[config.mk]
export PLATFORM = sky130hd
export DESIGN_NAME = igr_dpc_top
export DESIGN_NICKNAME = d
export VERILOG_FILES = /design/src/rtl/igr_pkg.sv /design/src/rtl/igr_dpc_top.sv /design/src/rtl/igr_pfc_sync.sv /design/src/rtl/igr_pfc_xoff.sv /design/src/rtl/igr_rx_demux.sv
export SDC_FILE = /design/constraint.sdc
export NUM_CORES = 1
export LEC_CHECK = 0
export BUFFER_PORTS_ARGS = -buffer_cell sky130_fd_sc_hd__buf_4
export CELL_PAD_IN_SITES_DETAIL_PLACEMENT = 1
export CELL_PAD_IN_SITES_GLOBAL_PLACEMENT = 2
export CORE_MARGIN = 10
export CORE_UTILIZATION = 33
export DETAILED_ROUTE_END_ITERATION = 10
export PLACE_DENSITY = 0.79
export SETUP_SLACK_MARGIN = 0.3
export SLEW_MARGIN = 10
export SYNTH_ARGS = -nofsm -noshare
export SYNTH_HDL_FRONTEND = slang
export SYNTH_HIERARCHICAL = 1
export SYNTH_SLANG_ARGS = --single-unit
[constraint.sdc]
create_clock -name i_cclk -period 3.9 [get_ports i_cclk]
set_input_delay 0.195 -clock i_cclk [delete_from_list [all_inputs] [get_ports i_cclk]]
set_output_delay 0.195 -clock i_cclk [all_outputs]
set_load 0.05 [all_outputs]
[src/rtl/igr_pkg.sv]
//--------------------------------------------------------------------------
// sizing constants for the ingress data path and pause control block
// four logical ports, eight traffic classes, 64-bit words in eight lanes
//--------------------------------------------------------------------------

`default_nettype none

package igr_pkg;

  // ------------------------------------------------------------------------
  // port and traffic class sizing
  // ------------------------------------------------------------------------

  // logical ports behind one ingress block
  localparam int NUM_PORTS = 4;

  // port number width, indexes NUM_PORTS
  localparam int PORT_W = 2;

  // traffic classes, also the length of the pfc sync cycle
  localparam int NUM_TC = 8;

  // class index and sync phase width
  localparam int TC_W = 3;

  // ------------------------------------------------------------------------
  // receive word sizing
  // ------------------------------------------------------------------------

  // byte lanes per receive word
  localparam int DATA_BYTES = 8;

  // full word width
  localparam int DATA_W = DATA_BYTES * 8;

  // valid byte count, holds 0 to DATA_BYTES
  localparam int CNT_W = 4;

  // receive timestamp width
  localparam int TS_W = 32;

endpackage

`default_nettype wire

[src/rtl/igr_dpc_top.sv]
//--------------------------------------------------------------------------
// ingress data path and pause control between port logic and packet buffer
// receive path and pause path are independent, i_rx_ecc is not checked
//--------------------------------------------------------------------------

`timescale 1ns/1ns
`default_nettype none

module igr_dpc_top (
  input  logic                                                 i_cclk,
  input  logic                                                 i_rst,
  // ------------------------------------------------------------------------
  // port logic receive word
  // ------------------------------------------------------------------------
  input  logic [igr_pkg::PORT_W-1:0]                           i_rx_port_num,
  input  logic [igr_pkg::DATA_BYTES-1:0]                       i_rx_data_v,
  input  logic [igr_pkg::DATA_W-1:0]                           i_rx_data,
  input  logic                                                 i_rx_sop,
  input  logic                                                 i_rx_eop,
  input  logic                                                 i_rx_err,
  input  logic [igr_pkg::TC_W-1:0]                             i_rx_tc,
  input  logic [igr_pkg::TS_W-1:0]                             i_rx_ts,
  // ecc lanes arrive with the word, nothing here consumes them
  input  logic [igr_pkg::DATA_BYTES-1:0]                       i_rx_ecc,
  // ------------------------------------------------------------------------
  // packet buffer
  // ------------------------------------------------------------------------
  input  logic [igr_pkg::NUM_PORTS-1:0][igr_pkg::NUM_TC-1:0]   i_pb_xoff,
  output logic [igr_pkg::NUM_PORTS-1:0]                        o_pb_v,
  output logic [igr_pkg::NUM_PORTS-1:0][igr_pkg::DATA_W-1:0]   o_pb_data,
  output logic [igr_pkg::NUM_PORTS-1:0]                        o_pb_sop,
  output logic [igr_pkg::NUM_PORTS-1:0]                        o_pb_eop,
  output logic [igr_pkg::NUM_PORTS-1:0]                        o_pb_err,
  output logic [igr_pkg::NUM_PORTS-1:0][igr_pkg::TC_W-1:0]     o_pb_tc,
  output logic [igr_pkg::NUM_PORTS-1:0][igr_pkg::CNT_W-1:0]    o_pb_nbytes,
  output logic [igr_pkg::NUM_PORTS-1:0][igr_pkg::TS_W-1:0]     o_pb_ts,
  // ------------------------------------------------------------------------
  // transmit mac
  // ------------------------------------------------------------------------
  // tc0 sync pulse, once every NUM_TC cycles
  output logic                                                 o_tx_pfc_tc_sync,
  // [3]=port3 .. [0]=port0, class follows the sync phase
  output logic [igr_pkg::NUM_PORTS-1:0]                        o_tx_pfc_xoff
);

  import igr_pkg::*;

  // sync phase to the xoff serializer
  logic [TC_W-1:0] pfc_phase;

  // receive word to per-port hold registers
  igr_rx_demux u_rx_demux (
    .i_cclk        (i_cclk),
    .i_rst         (i_rst),
    .i_rx_port_num (i_rx_port_num),
    .i_rx_data_v   (i_rx_data_v),
    .i_rx_data     (i_rx_data),
    .i_rx_sop      (i_rx_sop),
    .i_rx_eop      (i_rx_eop),
    .i_rx_err      (i_rx_err),
    .i_rx_tc       (i_rx_tc),
    .i_rx_ts       (i_rx_ts),
    .o_pb_v        (o_pb_v),
    .o_pb_data     (o_pb_data),
    .o_pb_sop      (o_pb_sop),
    .o_pb_eop      (o_pb_eop),
    .o_pb_err      (o_pb_err),
    .o_pb_tc       (o_pb_tc),
    .o_pb_nbytes   (o_pb_nbytes),
    .o_pb_ts       (o_pb_ts)
  );

  // sync pulse goes to the mac and to the serializer
  igr_pfc_sync u_pfc_sync (
    .i_cclk    (i_cclk),
    .i_rst     (i_rst),
    .o_tc_sync (o_tx_pfc_tc_sync),
    .o_phase   (pfc_phase)
  );

  // pause levels in, per-port xoff strobe out
  igr_pfc_xoff u_pfc_xoff (
    .i_cclk        (i_cclk),
    .i_rst         (i_rst),
    .i_tc_sync     (o_tx_pfc_tc_sync),
    .i_phase       (pfc_phase),
    .i_pb_xoff     (i_pb_xoff),
    .o_tx_pfc_xoff (o_tx_pfc_xoff)
  );

endmodule

`default_nettype wire

[src/rtl/igr_pfc_sync.sv]
//--------------------------------------------------------------------------
// free-running pfc sync, one pulse every NUM_TC cycles
// first pulse two cycles after the first edge that samples rst low
//--------------------------------------------------------------------------

`timescale 1ns/1ns
`default_nettype none

module igr_pfc_sync (
  input  logic                      i_cclk,
  input  logic                      i_rst,
  output logic                      o_tc_sync,
  output logic [igr_pkg::TC_W-1:0]  o_phase
);

  import igr_pkg::*;

  logic              rst_q;
  logic              rel_q;
  logic [NUM_TC-1:0] ring_q;

  // delayed copy of reset, high one cycle longer than rst
  always_ff @(posedge i_cclk) begin
    rst_q <= i_rst;
  end

  // first cycle out of reset
  always_ff @(posedge i_cclk) begin
    if (i_rst) begin
      rel_q <= 1'b0;
    end else begin
      rel_q <= rst_q;
    end
  end

  // --------------------------------------------------------------------------
  // recirculating ring, seeded once by the release event
  // --------------------------------------------------------------------------

  always_ff @(posedge i_cclk) begin
    if (i_rst) begin
      ring_q <= '0;
    end else begin
      ring_q <= {ring_q[NUM_TC-2:0], rel_q | ring_q[NUM_TC-1]};
    end
  end

  // pulse to the tx mac, phase is 0 with the pulse then counts to 7
  always_ff @(posedge i_cclk) begin
    if (i_rst) begin
      o_tc_sync <= 1'b0;
      o_phase   <= '0;
    end else begin
      o_tc_sync <= ring_q[0];
      if (ring_q[0]) begin
        o_phase <= '0;
      end else begin
        o_phase <= o_phase + TC_W'(1);
      end
    end
  end

endmodule

`default_nettype wire

[src/rtl/igr_pfc_xoff.sv]
//--------------------------------------------------------------------------
// per-port xoff strobe, one traffic class per cycle in sync phase order
// pause levels are taken one edge late, output is zero until first sync
//--------------------------------------------------------------------------

`timescale 1ns/1ns
`default_nettype none

module igr_pfc_xoff (
  input  logic                                                 i_cclk,
  input  logic                                                 i_rst,
  // phase from the sync generator
  input  logic                                                 i_tc_sync,
  input  logic [igr_pkg::TC_W-1:0]                             i_phase,
  // pause levels from the packet buffer, [port][class]
  input  logic [igr_pkg::NUM_PORTS-1:0][igr_pkg::NUM_TC-1:0]   i_pb_xoff,
  // bit p is port p, class given by phase
  output logic [igr_pkg::NUM_PORTS-1:0]                        o_tx_pfc_xoff
);

  import igr_pkg::*;

  logic [NUM_PORTS-1:0][NUM_TC-1:0] xoff_q;
  logic                             armed_q;
  logic                             live;

  // --------------------------------------------------------------------------
  // pause level capture and arming
  // --------------------------------------------------------------------------

  // buffer pause levels, one cycle behind the packet buffer
  always_ff @(posedge i_cclk) begin
    xoff_q <= i_pb_xoff;
  end

  // phase is meaningless until the first sync pulse
  always_ff @(posedge i_cclk) begin
    if (i_rst) begin
      armed_q <= 1'b0;
    end else if (i_tc_sync) begin
      armed_q <= 1'b1;
    end
  end

  // the first pulse cycle itself already carries class 0
  assign live = armed_q | i_tc_sync;

  // --------------------------------------------------------------------------
  // class select by phase
  // --------------------------------------------------------------------------

  always_comb begin
    for (int p = 0; p < NUM_PORTS; p++) begin
      o_tx_pfc_xoff[p] = live & xoff_q[p][i_phase];
    end
  end

endmodule

`default_nettype wire

[src/rtl/igr_rx_demux.sv]
//--------------------------------------------------------------------------
// two register stages from the port logic to the per-port hold registers
// a word is present when any byte-valid bit is set, no back-pressure
// held fields change only when their port accepts a word
//--------------------------------------------------------------------------

`timescale 1ns/1ns
`default_nettype none

module igr_rx_demux (
  input  logic                                                 i_cclk,
  input  logic                                                 i_rst,
  // receive word from the port logic
  input  logic [igr_pkg::PORT_W-1:0]                           i_rx_port_num,
  input  logic [igr_pkg::DATA_BYTES-1:0]                       i_rx_data_v,
  input  logic [igr_pkg::DATA_W-1:0]                           i_rx_data,
  input  logic                                                 i_rx_sop,
  input  logic                                                 i_rx_eop,
  input  logic                                                 i_rx_err,
  input  logic [igr_pkg::TC_W-1:0]                             i_rx_tc,
  input  logic [igr_pkg::TS_W-1:0]                             i_rx_ts,
  // per-port words to the packet buffer
  output logic [igr_pkg::NUM_PORTS-1:0]                        o_pb_v,
  output logic [igr_pkg::NUM_PORTS-1:0][igr_pkg::DATA_W-1:0]   o_pb_data,
  output logic [igr_pkg::NUM_PORTS-1:0]                        o_pb_sop,
  output logic [igr_pkg::NUM_PORTS-1:0]                        o_pb_eop,
  output logic [igr_pkg::NUM_PORTS-1:0]                        o_pb_err,
  output logic [igr_pkg::NUM_PORTS-1:0][igr_pkg::TC_W-1:0]     o_pb_tc,
  output logic [igr_pkg::NUM_PORTS-1:0][igr_pkg::CNT_W-1:0]    o_pb_nbytes,
  output logic [igr_pkg::NUM_PORTS-1:0][igr_pkg::TS_W-1:0]     o_pb_ts
);

  import igr_pkg::*;

  // stage one, straight copy of the port logic word
  logic [PORT_W-1:0]     q1_port_num;
  logic [DATA_BYTES-1:0] q1_data_v;
  logic [DATA_W-1:0]     q1_data;
  logic                  q1_sop;
  logic                  q1_eop;
  logic                  q1_err;
  logic [TC_W-1:0]       q1_tc;
  logic [TS_W-1:0]       q1_ts;

  // stage one decode
  logic                  s1_present;
  logic [NUM_PORTS-1:0]  s1_port_oh;
  logic [NUM_PORTS-1:0]  s1_load;
  logic [CNT_W-1:0]      s1_nbytes;

  // population count of the byte-valid lanes
  function automatic logic [CNT_W-1:0] count_ones(input logic [DATA_BYTES-1:0] v);
    logic [CNT_W-1:0] n;
    n = '0;
    for (int b = 0; b < DATA_BYTES; b++) begin
      n = n + CNT_W'(v[b]);
    end
    return n;
  endfunction

  // --------------------------------------------------------------------------
  // stage one
  // --------------------------------------------------------------------------

  // stage one byte valids, no word right after reset
  always_ff @(posedge i_cclk) begin
    if (i_rst) begin
      q1_data_v <= '0;
    end else begin
      q1_data_v <= i_rx_data_v;
    end
  end

  // stage one word fields, qualified by q1_data_v
  always_ff @(posedge i_cclk) begin
    q1_port_num <= i_rx_port_num;
    q1_data     <= i_rx_data;
    q1_sop      <= i_rx_sop;
    q1_eop      <= i_rx_eop;
    q1_err      <= i_rx_err;
    q1_tc       <= i_rx_tc;
    q1_ts       <= i_rx_ts;
  end

  // any valid lane means a word
  assign s1_present = |q1_data_v;
  assign s1_nbytes  = count_ones(q1_data_v);

  // port number to one-hot
  always_comb begin
    s1_port_oh              = '0;
    s1_port_oh[q1_port_num] = 1'b1;
  end

  // only the addressed port loads, and only for a present word
  assign s1_load = s1_port_oh & {NUM_PORTS{s1_present}};

  // --------------------------------------------------------------------------
  // stage two, per-port hold registers
  // --------------------------------------------------------------------------

  // one-cycle strobe per accepted word, at most one port at a time
  always_ff @(posedge i_cclk) begin
    if (i_rst) begin
      o_pb_v <= '0;
    end else begin
      o_pb_v <= s1_load;
    end
  end

  // fields hold until the next word for the same port
  always_ff @(posedge i_cclk) begin
    if (i_rst) begin
      o_pb_data   <= '0;
      o_pb_sop    <= '0;
      o_pb_eop    <= '0;
      o_pb_err    <= '0;
      o_pb_tc     <= '0;
      o_pb_nbytes <= '0;
      o_pb_ts     <= '0;
    end else begin
      for (int p = 0; p < NUM_PORTS; p++) begin
        if (s1_load[p]) begin
          o_pb_data[p]   <= q1_data;
          o_pb_sop[p]    <= q1_sop;
          o_pb_eop[p]    <= q1_eop;
          o_pb_err[p]    <= q1_err;
          o_pb_tc[p]     <= q1_tc;
          o_pb_nbytes[p] <= s1_nbytes;
          o_pb_ts[p]     <= q1_ts;
        end
      end
    end
  end

endmodule

`default_nettype wire

==> results of run 1 <==
==> through the flow <==
stage | hold slack (ns) | setup slack (ns) | cell area (um^2) | std cells | total power (uW)
after floorplan | 0.2227 | 0.9415 | 20680 | 1753 | 8082
after global placement | 0.2994 | 0.8035 | 25750 | 3077 | 8862
after detailed placement | 0.3005 | 0.7687 | 25750 | 3077 | 8897
after CTS | 0.1589 | 0.7032 | 29500 | 3345 | 15540
after global routing | 0.1828 | 0.5755 | 29520 | 3353 | 15940
final | 0.1500 | 0.7257 | 29520 | 3355 | 15330
==> timing repair <==
action                     4_1_cts  5_1_grt
hold buffers                   144        0
setup endpoints to repair        0        0
hold endpoints to repair       144        0
==> critical path: stages (launching register included) <==
cell	delay (ns)
dfxtp_1	0.33
fa_1	0.54
inv_1	0.05
fa_1	0.46
fa_1	0.49
inv_1	0.04
ha_1	0.18
inv_1	0.07
fa_1	0.41
or2_2	0.36
mux2i_1	0.16
==> cell type report <==
| cell class | count | area, um^2 | share of cell area, % |
|---|---|---|---|
| well taps | 837 | 1047 | 3.547 |
| clock buffers | 110 | 2156 | 7.302 |
| inverters | 12 | 45.04 | 0.1526 |
| repair buffers | 742 | 6063 | 20.54 |
| flip-flops and latches | 586 | 11730 | 39.74 |
| diodes | 10 | 25.02 | 0.08476 |
| clock inverters | 14 | 155.1 | 0.5255 |
| multi-input cells | 1044 | 8300 | 28.11 |
==> kinds of logic after synthesis <==
logic type,synth area share (%)
compound gates,0.2420
buf+inv,3.340
flops,56.73
xor+xnor,0.08472
fa+ha+maj,0.6898
simple gates,17.62
mux,21.30
==> power by group <==
group / total, uW / switching, uW / leakage [uW] / internal [uW]
logic: 2390 / 1530 / 0.00789 / 854
clock network: 6450 / 2530 / 0.00113 / 3930
registers: 6490 / 176 / 0.00483 / 6320
==> registers in the layout, summed over array words and instances (netlist names), 2 cells and up <==
| register | count |
|---|---|
| u_rx_demux/o_pb_data | 256 |
| u_rx_demux/o_pb_ts | 128 |
| u_rx_demux/q1_data | 64 |
| u_pfc_xoff/xoff_q | 32 |
| u_rx_demux/q1_ts | 32 |
| u_rx_demux/o_pb_nbytes | 16 |
| u_rx_demux/o_pb_tc | 12 |
| u_pfc_sync/ring_q | 8 |
| u_rx_demux/q1_data_v | 8 |
| u_rx_demux/o_pb_eop | 4 |
| u_rx_demux/o_pb_err | 4 |
| u_rx_demux/o_pb_sop | 4 |
| u_rx_demux/o_pb_v | 4 |
| u_pfc_sync/o_phase | 3 |
| u_rx_demux/q1_tc | 3 |
| u_rx_demux/q1_port_num | 2 |
==> per-layer routing <==
| layer | GRT usage (%) | vias to the layer above | wire (um) | share of wire, % |
|---|---|---|---|---|
| li1 | - | 7163 | - | - |
| met1 | 20.61 | 7275 | 27780 | 39 |
| met2 | 32.30 | 422 | 34860 | 49 |
| met3 | 7.568 | 117 | 5945 | 8.4 |
| met4 | 7.263 | 0 | 2443 | 3.4 |
| met5 | 0 | - | 0 | 0 |
==> Yosys cell counts, drive strengths merged <==
cell type	instances	area share [%]
or4	1	0.054
nand3	4	0.097
or2	1	0.030
buf	51	2.0
nor2	6	0.11
o21ai	2	0.048
nor3	3	0.097
nand2	9	0.16
nand2b	528	16
fa	4	0.39
nor4	2	0.060
dfxtp	586	57
xnor2	2	0.085
clkbuf	60	1.1
or3b	2	0.085
a211oi	1	0.036
mux2i	440	21
and2b	1	0.036
and4	4	0.17
ha	5	0.30
a21oi	5	0.12
nor2b	19	0.57
inv	12	0.22
nor3b	4	0.17
a21o	1	0.036
==> path summary, 6_finish.rpt <==
| kind | slack, ns | start | to |
|---|---|---|---|
| max | 0.73 | u_rx_demux/q1_data_v[0] | u_rx_demux/o_pb_nbytes[13] |
| min reg2reg | 0.44 | u_pfc_sync/ring_q[6] | u_pfc_sync/ring_q[7] |
| max reg2reg | 0.73 | u_rx_demux/q1_data_v[0] | u_rx_demux/o_pb_nbytes[13] |
| min | 0.15 | i_rst | u_pfc_sync/ring_q[2] |
==> impl_metrics.prom, run 1 <==
# TYPE chip_impl_metric gauge
chip_impl_info{name="run_status",value="finished clean"} 1
chip_impl_metric{name="timing.setup.tns",unit="ns"} 0
chip_impl_info{name="worstHoldPathType",value="primary input to flip-flop"} 1
chip_impl_metric{name="clk_transition_reported_paths",unit="ns"} 0.06
chip_impl_metric{name="fmax",unit="MHz"} 315.0
chip_impl_metric{name="floorplan_die_width",unit="um"} 270.3
chip_impl_metric{name="antenna_found_initial",unit=""} 10
chip_impl_metric{name="core",unit="mm^2"} 0.06183
chip_impl_metric{name="final_net_count",unit=""} 2618
chip_impl_metric{name="power.density",unit="mW/mm^2"} 519.3
chip_impl_metric{name="fillers",unit=""} 6625
chip_impl_metric{name="grt_start_max_net_pins",unit=""} 169
chip_impl_metric{name="post-cts-setup-buffer-count",unit=""} 0
chip_impl_metric{name="reg2reg_depth",unit=""} 10
chip_impl_metric{name="ys_seq_area_share",unit="%"} 56.73
chip_impl_metric{name="final_period_minus_worst_setup_slack",unit="ns"} 3.174
chip_impl_metric{name="number_of_top_level_pins",unit=""} 587
chip_impl_metric{name="setup_viol_count_final",unit=""} 0
chip_impl_metric{name="cts_made_buffers",unit=""} 69
chip_impl_metric{name="worstPathArrival",unit="ns"} 3.67
chip_impl_metric{name="min_delay_path_depth",unit=""} 2
chip_impl_metric{name="routabilityCongestion",unit=""} 0.7952
chip_impl_metric{name="clock_latency",unit="ns"} 0.60
chip_impl_metric{name="drt-wirelength-per-cell",unit="um"} 21.17
chip_impl_metric{name="vdd.ir_drop.worst",unit="mV"} 0.2906
chip_impl_metric{name="finalHoldViolations",unit=""} 0
chip_impl_metric{name="area_overhead_vs_synth",unit="%"} 42.76
chip_impl_metric{name="fp.dieArea",unit="mm^2"} 0.07308
chip_impl_metric{name="cp.required",unit="ns"} 4.39
chip_impl_metric{name="syn-cell-area",unit="mm^2"} 0.02068
chip_impl_metric{name="hpwlAfterDp",unit="mm"} 49.88
chip_impl_metric{name="drt_pre_antenna_iters",unit=""} 4
chip_impl_metric{name="drc",unit=""} 0
chip_impl_metric{name="detail_route.vias_per_cell",unit=""} 4.464
chip_impl_info{name="final_cell_mix",value="587 x buf_4, 586 x dfxtp_1, 528 x nand2b_1"} 1
chip_impl_info{name="cp-end-kind",value="flip-flop"} 1
chip_impl_metric{name="max_slew_margin",unit="%"} 33.77
chip_impl_metric{name="report.final.slew_viol_count",unit=""} 0
chip_impl_info{name="worstSetupStartpointType",value="flip-flop"} 1
chip_impl_metric{name="layout-drive-gt1-share",unit="%"} 28.47
chip_impl_metric{name="layout_utilization",unit="%"} 47.75
chip_impl_metric{name="chipHeight",unit="um"} 270.3
chip_impl_metric{name="synth_cells",unit=""} 1753
chip_impl_metric{name="grt_pass1_wl",unit="mm"} 107.3
chip_impl_metric{name="max_cap_violations",unit=""} 0
chip_impl_metric{name="clock_skew",unit="ns"} 0.03288
chip_impl_metric{name="placement.io_buffers",unit=""} 578
chip_impl_metric{name="timing.final.crit_share",unit="%"} 81.39
chip_impl_metric{name="synth.net_count",unit=""} 1916
chip_impl_info{name="unrepaired_setup_endpoints_after_global_routing",value="false"} 1
chip_impl_info{name="ctsRootBufferMaster",value="clkbuf_16"} 1
chip_impl_metric{name="avgSynthCellArea",unit="um^2"} 11.80
chip_impl_metric{name="synthesis.yosys.warnings",unit=""} 6
chip_impl_metric{name="global_route.overflow_total",unit=""} 0
chip_impl_metric{name="power_leakage",unit="uW"} 0.01385
chip_impl_metric{name="synth_seq_cells",unit=""} 586
chip_impl_info{name="critical_path_class",value="flip-flop to flip-flop"} 1
chip_impl_metric{name="gr-usage-all-layers",unit="%"} 18.86
chip_impl_metric{name="synth_cell_type_count",unit=""} 31
chip_impl_metric{name="route.vias.total",unit=""} 14977
chip_impl_metric{name="crit_path_max_fanout",unit=""} 4
chip_impl_metric{name="cts-resized-gates",unit=""} 0
chip_impl_metric{name="floorplan.initialDensity",unit="%"} 33.45
chip_impl_metric{name="drt_antenna_net_count",unit=""} 0
chip_impl_metric{name="fp-row-count",unit=""} 91
chip_impl_metric{name="route.final.wire_length",unit="mm"} 71.03
chip_impl_metric{name="via_count_of_the_first_global_routing_pass",unit=""} 16497
chip_impl_metric{name="maximum_clock_path_buffer_count",unit=""} 3
chip_impl_metric{name="detail_route.iter0.violations",unit=""} 690
chip_impl_info{name="layout.cells.most_common",value="buf_4"} 1
chip_impl_metric{name="cts_max_level",unit=""} 3
chip_impl_metric{name="cts_sinks",unit=""} 586
chip_impl_metric{name="worst-slew-pin-transition",unit="ns"} 0.9921
chip_impl_info{name="clock_tree_from_tritoncts",value="built"} 1
Note: power is estimated with default switching activity, not from simulation.
==> inputs of run 2 (changes only) <==
- ABC_AREA: unset -> 1
- CORE_UTILIZATION: 33 -> 28
- PLACE_DENSITY: 0.79 -> 0.78
- clock period: 3.9 -> 3.3 ns (I/O delays scaled with it)
==> run 2 against run 1 <==
- clock-buffer cell count down 2
- critical endpoint is now u_rx_demux/o_pb_nbytes[9]
- flip-flop and latch count unchanged
- worst setup slack worse by 0.43 ns
- combinational power up 59%
- clock power up 19%
- sequential share of layout area down 0.42 points
- core utilization down 7.1 points
- via count up 35%
- hold slack better by 0.056 ns
- non-clock buffer count up 25
- critical path type unchanged
==> impl_metrics.prom, run 2 <==
# TYPE chip_impl_metric gauge
chip_impl_metric{name="drt_antenna_net_count",unit=""} 0
chip_impl_metric{name="report.final.slew_viol_count",unit=""} 0
chip_impl_metric{name="fin_ws",unit="ns"} 0.2968
chip_impl_metric{name="grt_pass1_wl",unit="mm"} 133.8
chip_impl_metric{name="global_route.overflow_total",unit=""} 0
chip_impl_metric{name="drc",unit=""} 0
chip_impl_metric{name="min_delay_path_depth",unit=""} 2
chip_impl_metric{name="synth-compound-area-share",unit="%"} 0.02407
chip_impl_metric{name="fmax",unit="MHz"} 333.0
chip_impl_metric{name="max_cap_violations",unit=""} 0
chip_impl_metric{name="gr-usage-all-layers",unit="%"} 20.14
chip_impl_metric{name="cts_sinks",unit=""} 586
chip_impl_metric{name="setup_viol_count_final",unit=""} 0
chip_impl_metric{name="synth_cells",unit=""} 2784
chip_impl_metric{name="total_chip_power",unit="uW"} 19360
chip_impl_metric{name="worstPathArrival",unit="ns"} 3.47
chip_impl_info{name="worstSetupStartpointType",value="flip-flop"} 1
chip_impl_info{name="reg.largest.list",value="u_rx_demux/o_pb_data (256), u_rx_demux/o_pb_ts (128), u_rx_demux/q1_data (64)"} 1
chip_impl_metric{name="via_count_of_the_first_global_routing_pass",unit=""} 21592
chip_impl_metric{name="dp_worst_setup_slack",unit="ns"} 0.2195
chip_impl_metric{name="final_net_count",unit=""} 3598
chip_impl_metric{name="routabilityCongestion",unit=""} 0.7884
chip_impl_metric{name="maximum_clock_path_buffer_count",unit=""} 3
chip_impl_metric{name="route.vias.total",unit=""} 20210
chip_impl_info{name="critical_path_class",value="flip-flop to flip-flop"} 1
chip_impl_metric{name="fp.dieArea",unit="mm^2"} 0.08556
chip_impl_info{name="ys_dominant_reg_cell",value="dfxtp_1"} 1
chip_impl_metric{name="synth.net_count",unit=""} 2947
chip_impl_metric{name="synth_seq_cells",unit=""} 586
chip_impl_metric{name="avgSynthCellArea",unit="um^2"} 7.469
chip_impl_info{name="cp_cell_sequence",value="fa_1 > inv_2 > fa_1 > fa_1 > inv_2 > ha_4 > inv_2 > fa_2 > nand3_2 > nand2_1 > nor2_1"} 1
chip_impl_info{name="layout.cells.most_common",value="nor2_1"} 1
chip_impl_metric{name="number_of_top_level_pins",unit=""} 587
chip_impl_metric{name="vdd.ir_drop.worst",unit="mV"} 0.3730
chip_impl_metric{name="hpwlAfterDp",unit="mm"} 59.89
chip_impl_info{name="max_flop_register",value="u_rx_demux/o_pb_data"} 1
chip_impl_metric{name="setup.reg_to_reg.worst_slack",unit="ns"} 0.30
chip_impl_info{name="ctsRootBufferMaster",value="clkbuf_16"} 1
chip_impl_metric{name="crit_path_max_fanout",unit=""} 4
chip_impl_info{name="critical-path-slowest-cell",value="fa_2"} 1
chip_impl_metric{name="core",unit="mm^2"} 0.07333
chip_impl_info{name="final_cell_mix",value="888 x nor2_1, 601 x buf_4, 585 x dfxtp_1"} 1
chip_impl_info{name="hold_path_end",value="u_rx_demux/q1_sop"} 1
chip_impl_info{name="unrepaired_setup_endpoints_after_global_routing",value="true"} 1
chip_impl_metric{name="synth.top_cell.area_share",unit="%"} 56.42
chip_impl_metric{name="ys_seq_area_share",unit="%"} 56.42
chip_impl_metric{name="power_leakage",unit="uW"} 0.01443
chip_impl_metric{name="drt_pre_antenna_iters",unit=""} 5
chip_impl_metric{name="final_period_minus_worst_setup_slack",unit="ns"} 3.003
chip_impl_metric{name="grt_start_max_net_pins",unit=""} 112
chip_impl_metric{name="chipHeight",unit="um"} 292.5
chip_impl_info{name="post_synth_main_area_contributors",value="dfxtp_1 56%, nor2_1 16%, nand3_1 11%, nand2_1 8.7%, inv_1 3.1%"} 1
chip_impl_metric{name="cts_made_buffers",unit=""} 69
chip_impl_info{name="cp-end-kind",value="flip-flop"} 1
chip_impl_metric{name="synth_xor_xnor_area_share",unit="%"} 0.04212
chip_impl_info{name="netlist.top_cell.by_area",value="dfxtp_1"} 1
chip_impl_metric{name="finalHoldViolations",unit=""} 0
chip_impl_metric{name="detail_route.iter0.violations",unit=""} 890
chip_impl_metric{name="largest_reg_flops",unit=""} 256
chip_impl_metric{name="max_slew_margin",unit="%"} 36.10
chip_impl_info{name="worstHoldPathType",value="primary input to flip-flop"} 1
chip_impl_metric{name="synthesis.yosys.warnings",unit=""} 6
chip_impl_metric{name="whs",unit="ns"} 0.2062
chip_impl_metric{name="crit_path_max_incr_delay",unit="ns"} 0.57
chip_impl_info{name="netlist_top_cells_count",value="891 x nor2_1, 586 x dfxtp_1, 482 x nand2_1"} 1
chip_impl_metric{name="timing.final.crit_share",unit="%"} 91.01
chip_impl_metric{name="area_overhead_vs_synth",unit="%"} 43.52
chip_impl_metric{name="timing.setup.tns",unit="ns"} 0
chip_impl_metric{name="fp-row-count",unit=""} 99
chip_impl_metric{name="post_synth_mux_area_share",unit="%"} 0
chip_impl_info{name="worst_r2r_endpoint",value="u_rx_demux/o_pb_nbytes[9]"} 1
chip_impl_metric{name="clock_latency",unit="ns"} 0.60
chip_impl_info{name="clock_tree_from_tritoncts",value="built"} 1
chip_impl_metric{name="cp.required",unit="ns"} 3.77
chip_impl_metric{name="clock_skew",unit="ns"} 0.02258
chip_impl_metric{name="reg2reg_depth",unit=""} 11
chip_impl_metric{name="antenna_found_initial",unit=""} 2
chip_impl_info{name="run_status",value="finished clean"} 1
chip_impl_info{name="synthMostInstantiatedCell",value="nor2_1"} 1
chip_impl_metric{name="drt-wirelength-per-cell",unit="um"} 20.06
chip_impl_metric{name="synth-edff-count",unit=""} 0
chip_impl_metric{name="placement.io_buffers",unit=""} 578
chip_impl_metric{name="detail_route.vias_per_cell",unit=""} 4.543
chip_impl_info{name="synth_top_family_by_area",value="simple AND/OR/NAND/NOR gates"} 1
chip_impl_info{name="regToRegStartpoint",value="u_rx_demux/q1_data_v[0]"} 1
chip_impl_metric{name="cts_max_level",unit=""} 3
chip_impl_metric{name="worst-slew-pin-transition",unit="ns"} 0.9549
chip_impl_metric{name="power.density",unit="mW/mm^2"} 648.8
chip_impl_metric{name="route.final.wire_length",unit="mm"} 89.25
chip_impl_metric{name="layout-drive-gt1-share",unit="%"} 21.25
chip_impl_metric{name="ys_async_sr_fraction",unit="%"} 0
chip_impl_metric{name="floorplan.initialDensity",unit="%"} 28.35
chip_impl_metric{name="synth_cell_type_count",unit=""} 18
chip_impl_info{name="worst_hold_startpoint",value="i_rx_sop"} 1
chip_impl_metric{name="yosys.area_share.adder",unit="%"} 0.6860
chip_impl_metric{name="post_synth_and_or_nand_nor_area_fraction",unit="%"} 35.58
chip_impl_metric{name="clk_transition_reported_paths",unit="ns"} 0.06
chip_impl_metric{name="syn-cell-area",unit="mm^2"} 0.02079
chip_impl_metric{name="floorplan_die_width",unit="um"} 292.5
-- run 2: logic make-up after synthesis --
kind of cell	Yosys count
flops	586
compound gates	1
simple gates	1819
fa+ha+maj	9
xor+xnor	1
buf+inv	368
-- run 2: metal layers --
metal  vias up  routed length [um]  share of wire (%)  global-route usage [%]
met5         -                   0                  0                       0
met1      9724               36740                 41                   22.94
met2       484               43370                 49                   35.01
met4         0                3250                3.6                   7.959
li1       9859                   -                  -                       -
met3       143                5895                6.6                   5.931
-- run 2: worst max-delay path: cells and delay by family, from the launching register on --
kind | cells | cell delay (ns)
AND/OR/NAND/NOR | 3 | 0.22
flip-flops | 1 | 0.33
buffers and inverters | 3 | 0.16
adder cells (fa/ha/maj) | 5 | 2.19
-- run 2: repair_timing --
item	in CTS	in global routing
endpoints found under the setup margin	8	12
hold endpoints to repair	159	0
buffers inserted	1	0
hold buffers	153	0
resized for setup	6	11
pin swaps	0	12
-- run 2: per-stage QoR --
step | utilization, % | area [um^2] | std cells
floorplan | - | 20790 | 2784
global placement | 35.40 | 25960 | 4169
detailed placement | 35.40 | 25960 | 4169
CTS | 40.63 | 29790 | 4446
global route | 40.68 | 29830 | 4446
finish | 40.69 | 29840 | 4449
-- run 2: worst max-delay path by stage --
stage | startpoint | end | depth (start not counted)
6_report | u_rx_demux/q1_data_v[0] | u_rx_demux/o_pb_nbytes[9] | 11
5_1_grt | u_rx_demux/q1_data_v[0] | u_rx_demux/o_pb_nbytes[5] | 11
4_1_cts | u_rx_demux/q1_data_v[0] | u_rx_demux/o_pb_nbytes[9] | 11
3_5_place_dp | u_rx_demux/q1_data_v[0] | u_rx_demux/o_pb_nbytes[6] | 11
3_3_place_gp | u_rx_demux/q1_data_v[0] | u_rx_demux/o_pb_nbytes[14] | 11
2_1_floorplan | u_rx_demux/q1_data_v[0] | u_rx_demux/o_pb_nbytes[10] | 11
-- run 2: report_power, final --
part	internal, uW	leakage, uW	switching, uW
logic	1150	0.00846	2640
registers	7560	0.00486	302
clock network	4640	0.00111	3060
total	13400	0.0144	6010
-- run 2: layout make-up --
type                            instances  area (um^2)
Multi-Input combinational cell       1830         7649
Timing Repair Buffer                  767         6286
Tap cell                              959         1200
Clock inverter                         15        237.7
Fill cell                            8841        43490
Antenna cell                            3        7.507
Inverter                              181        694.4
Clock buffer                          108         2034
Sequential cell                       586        11730
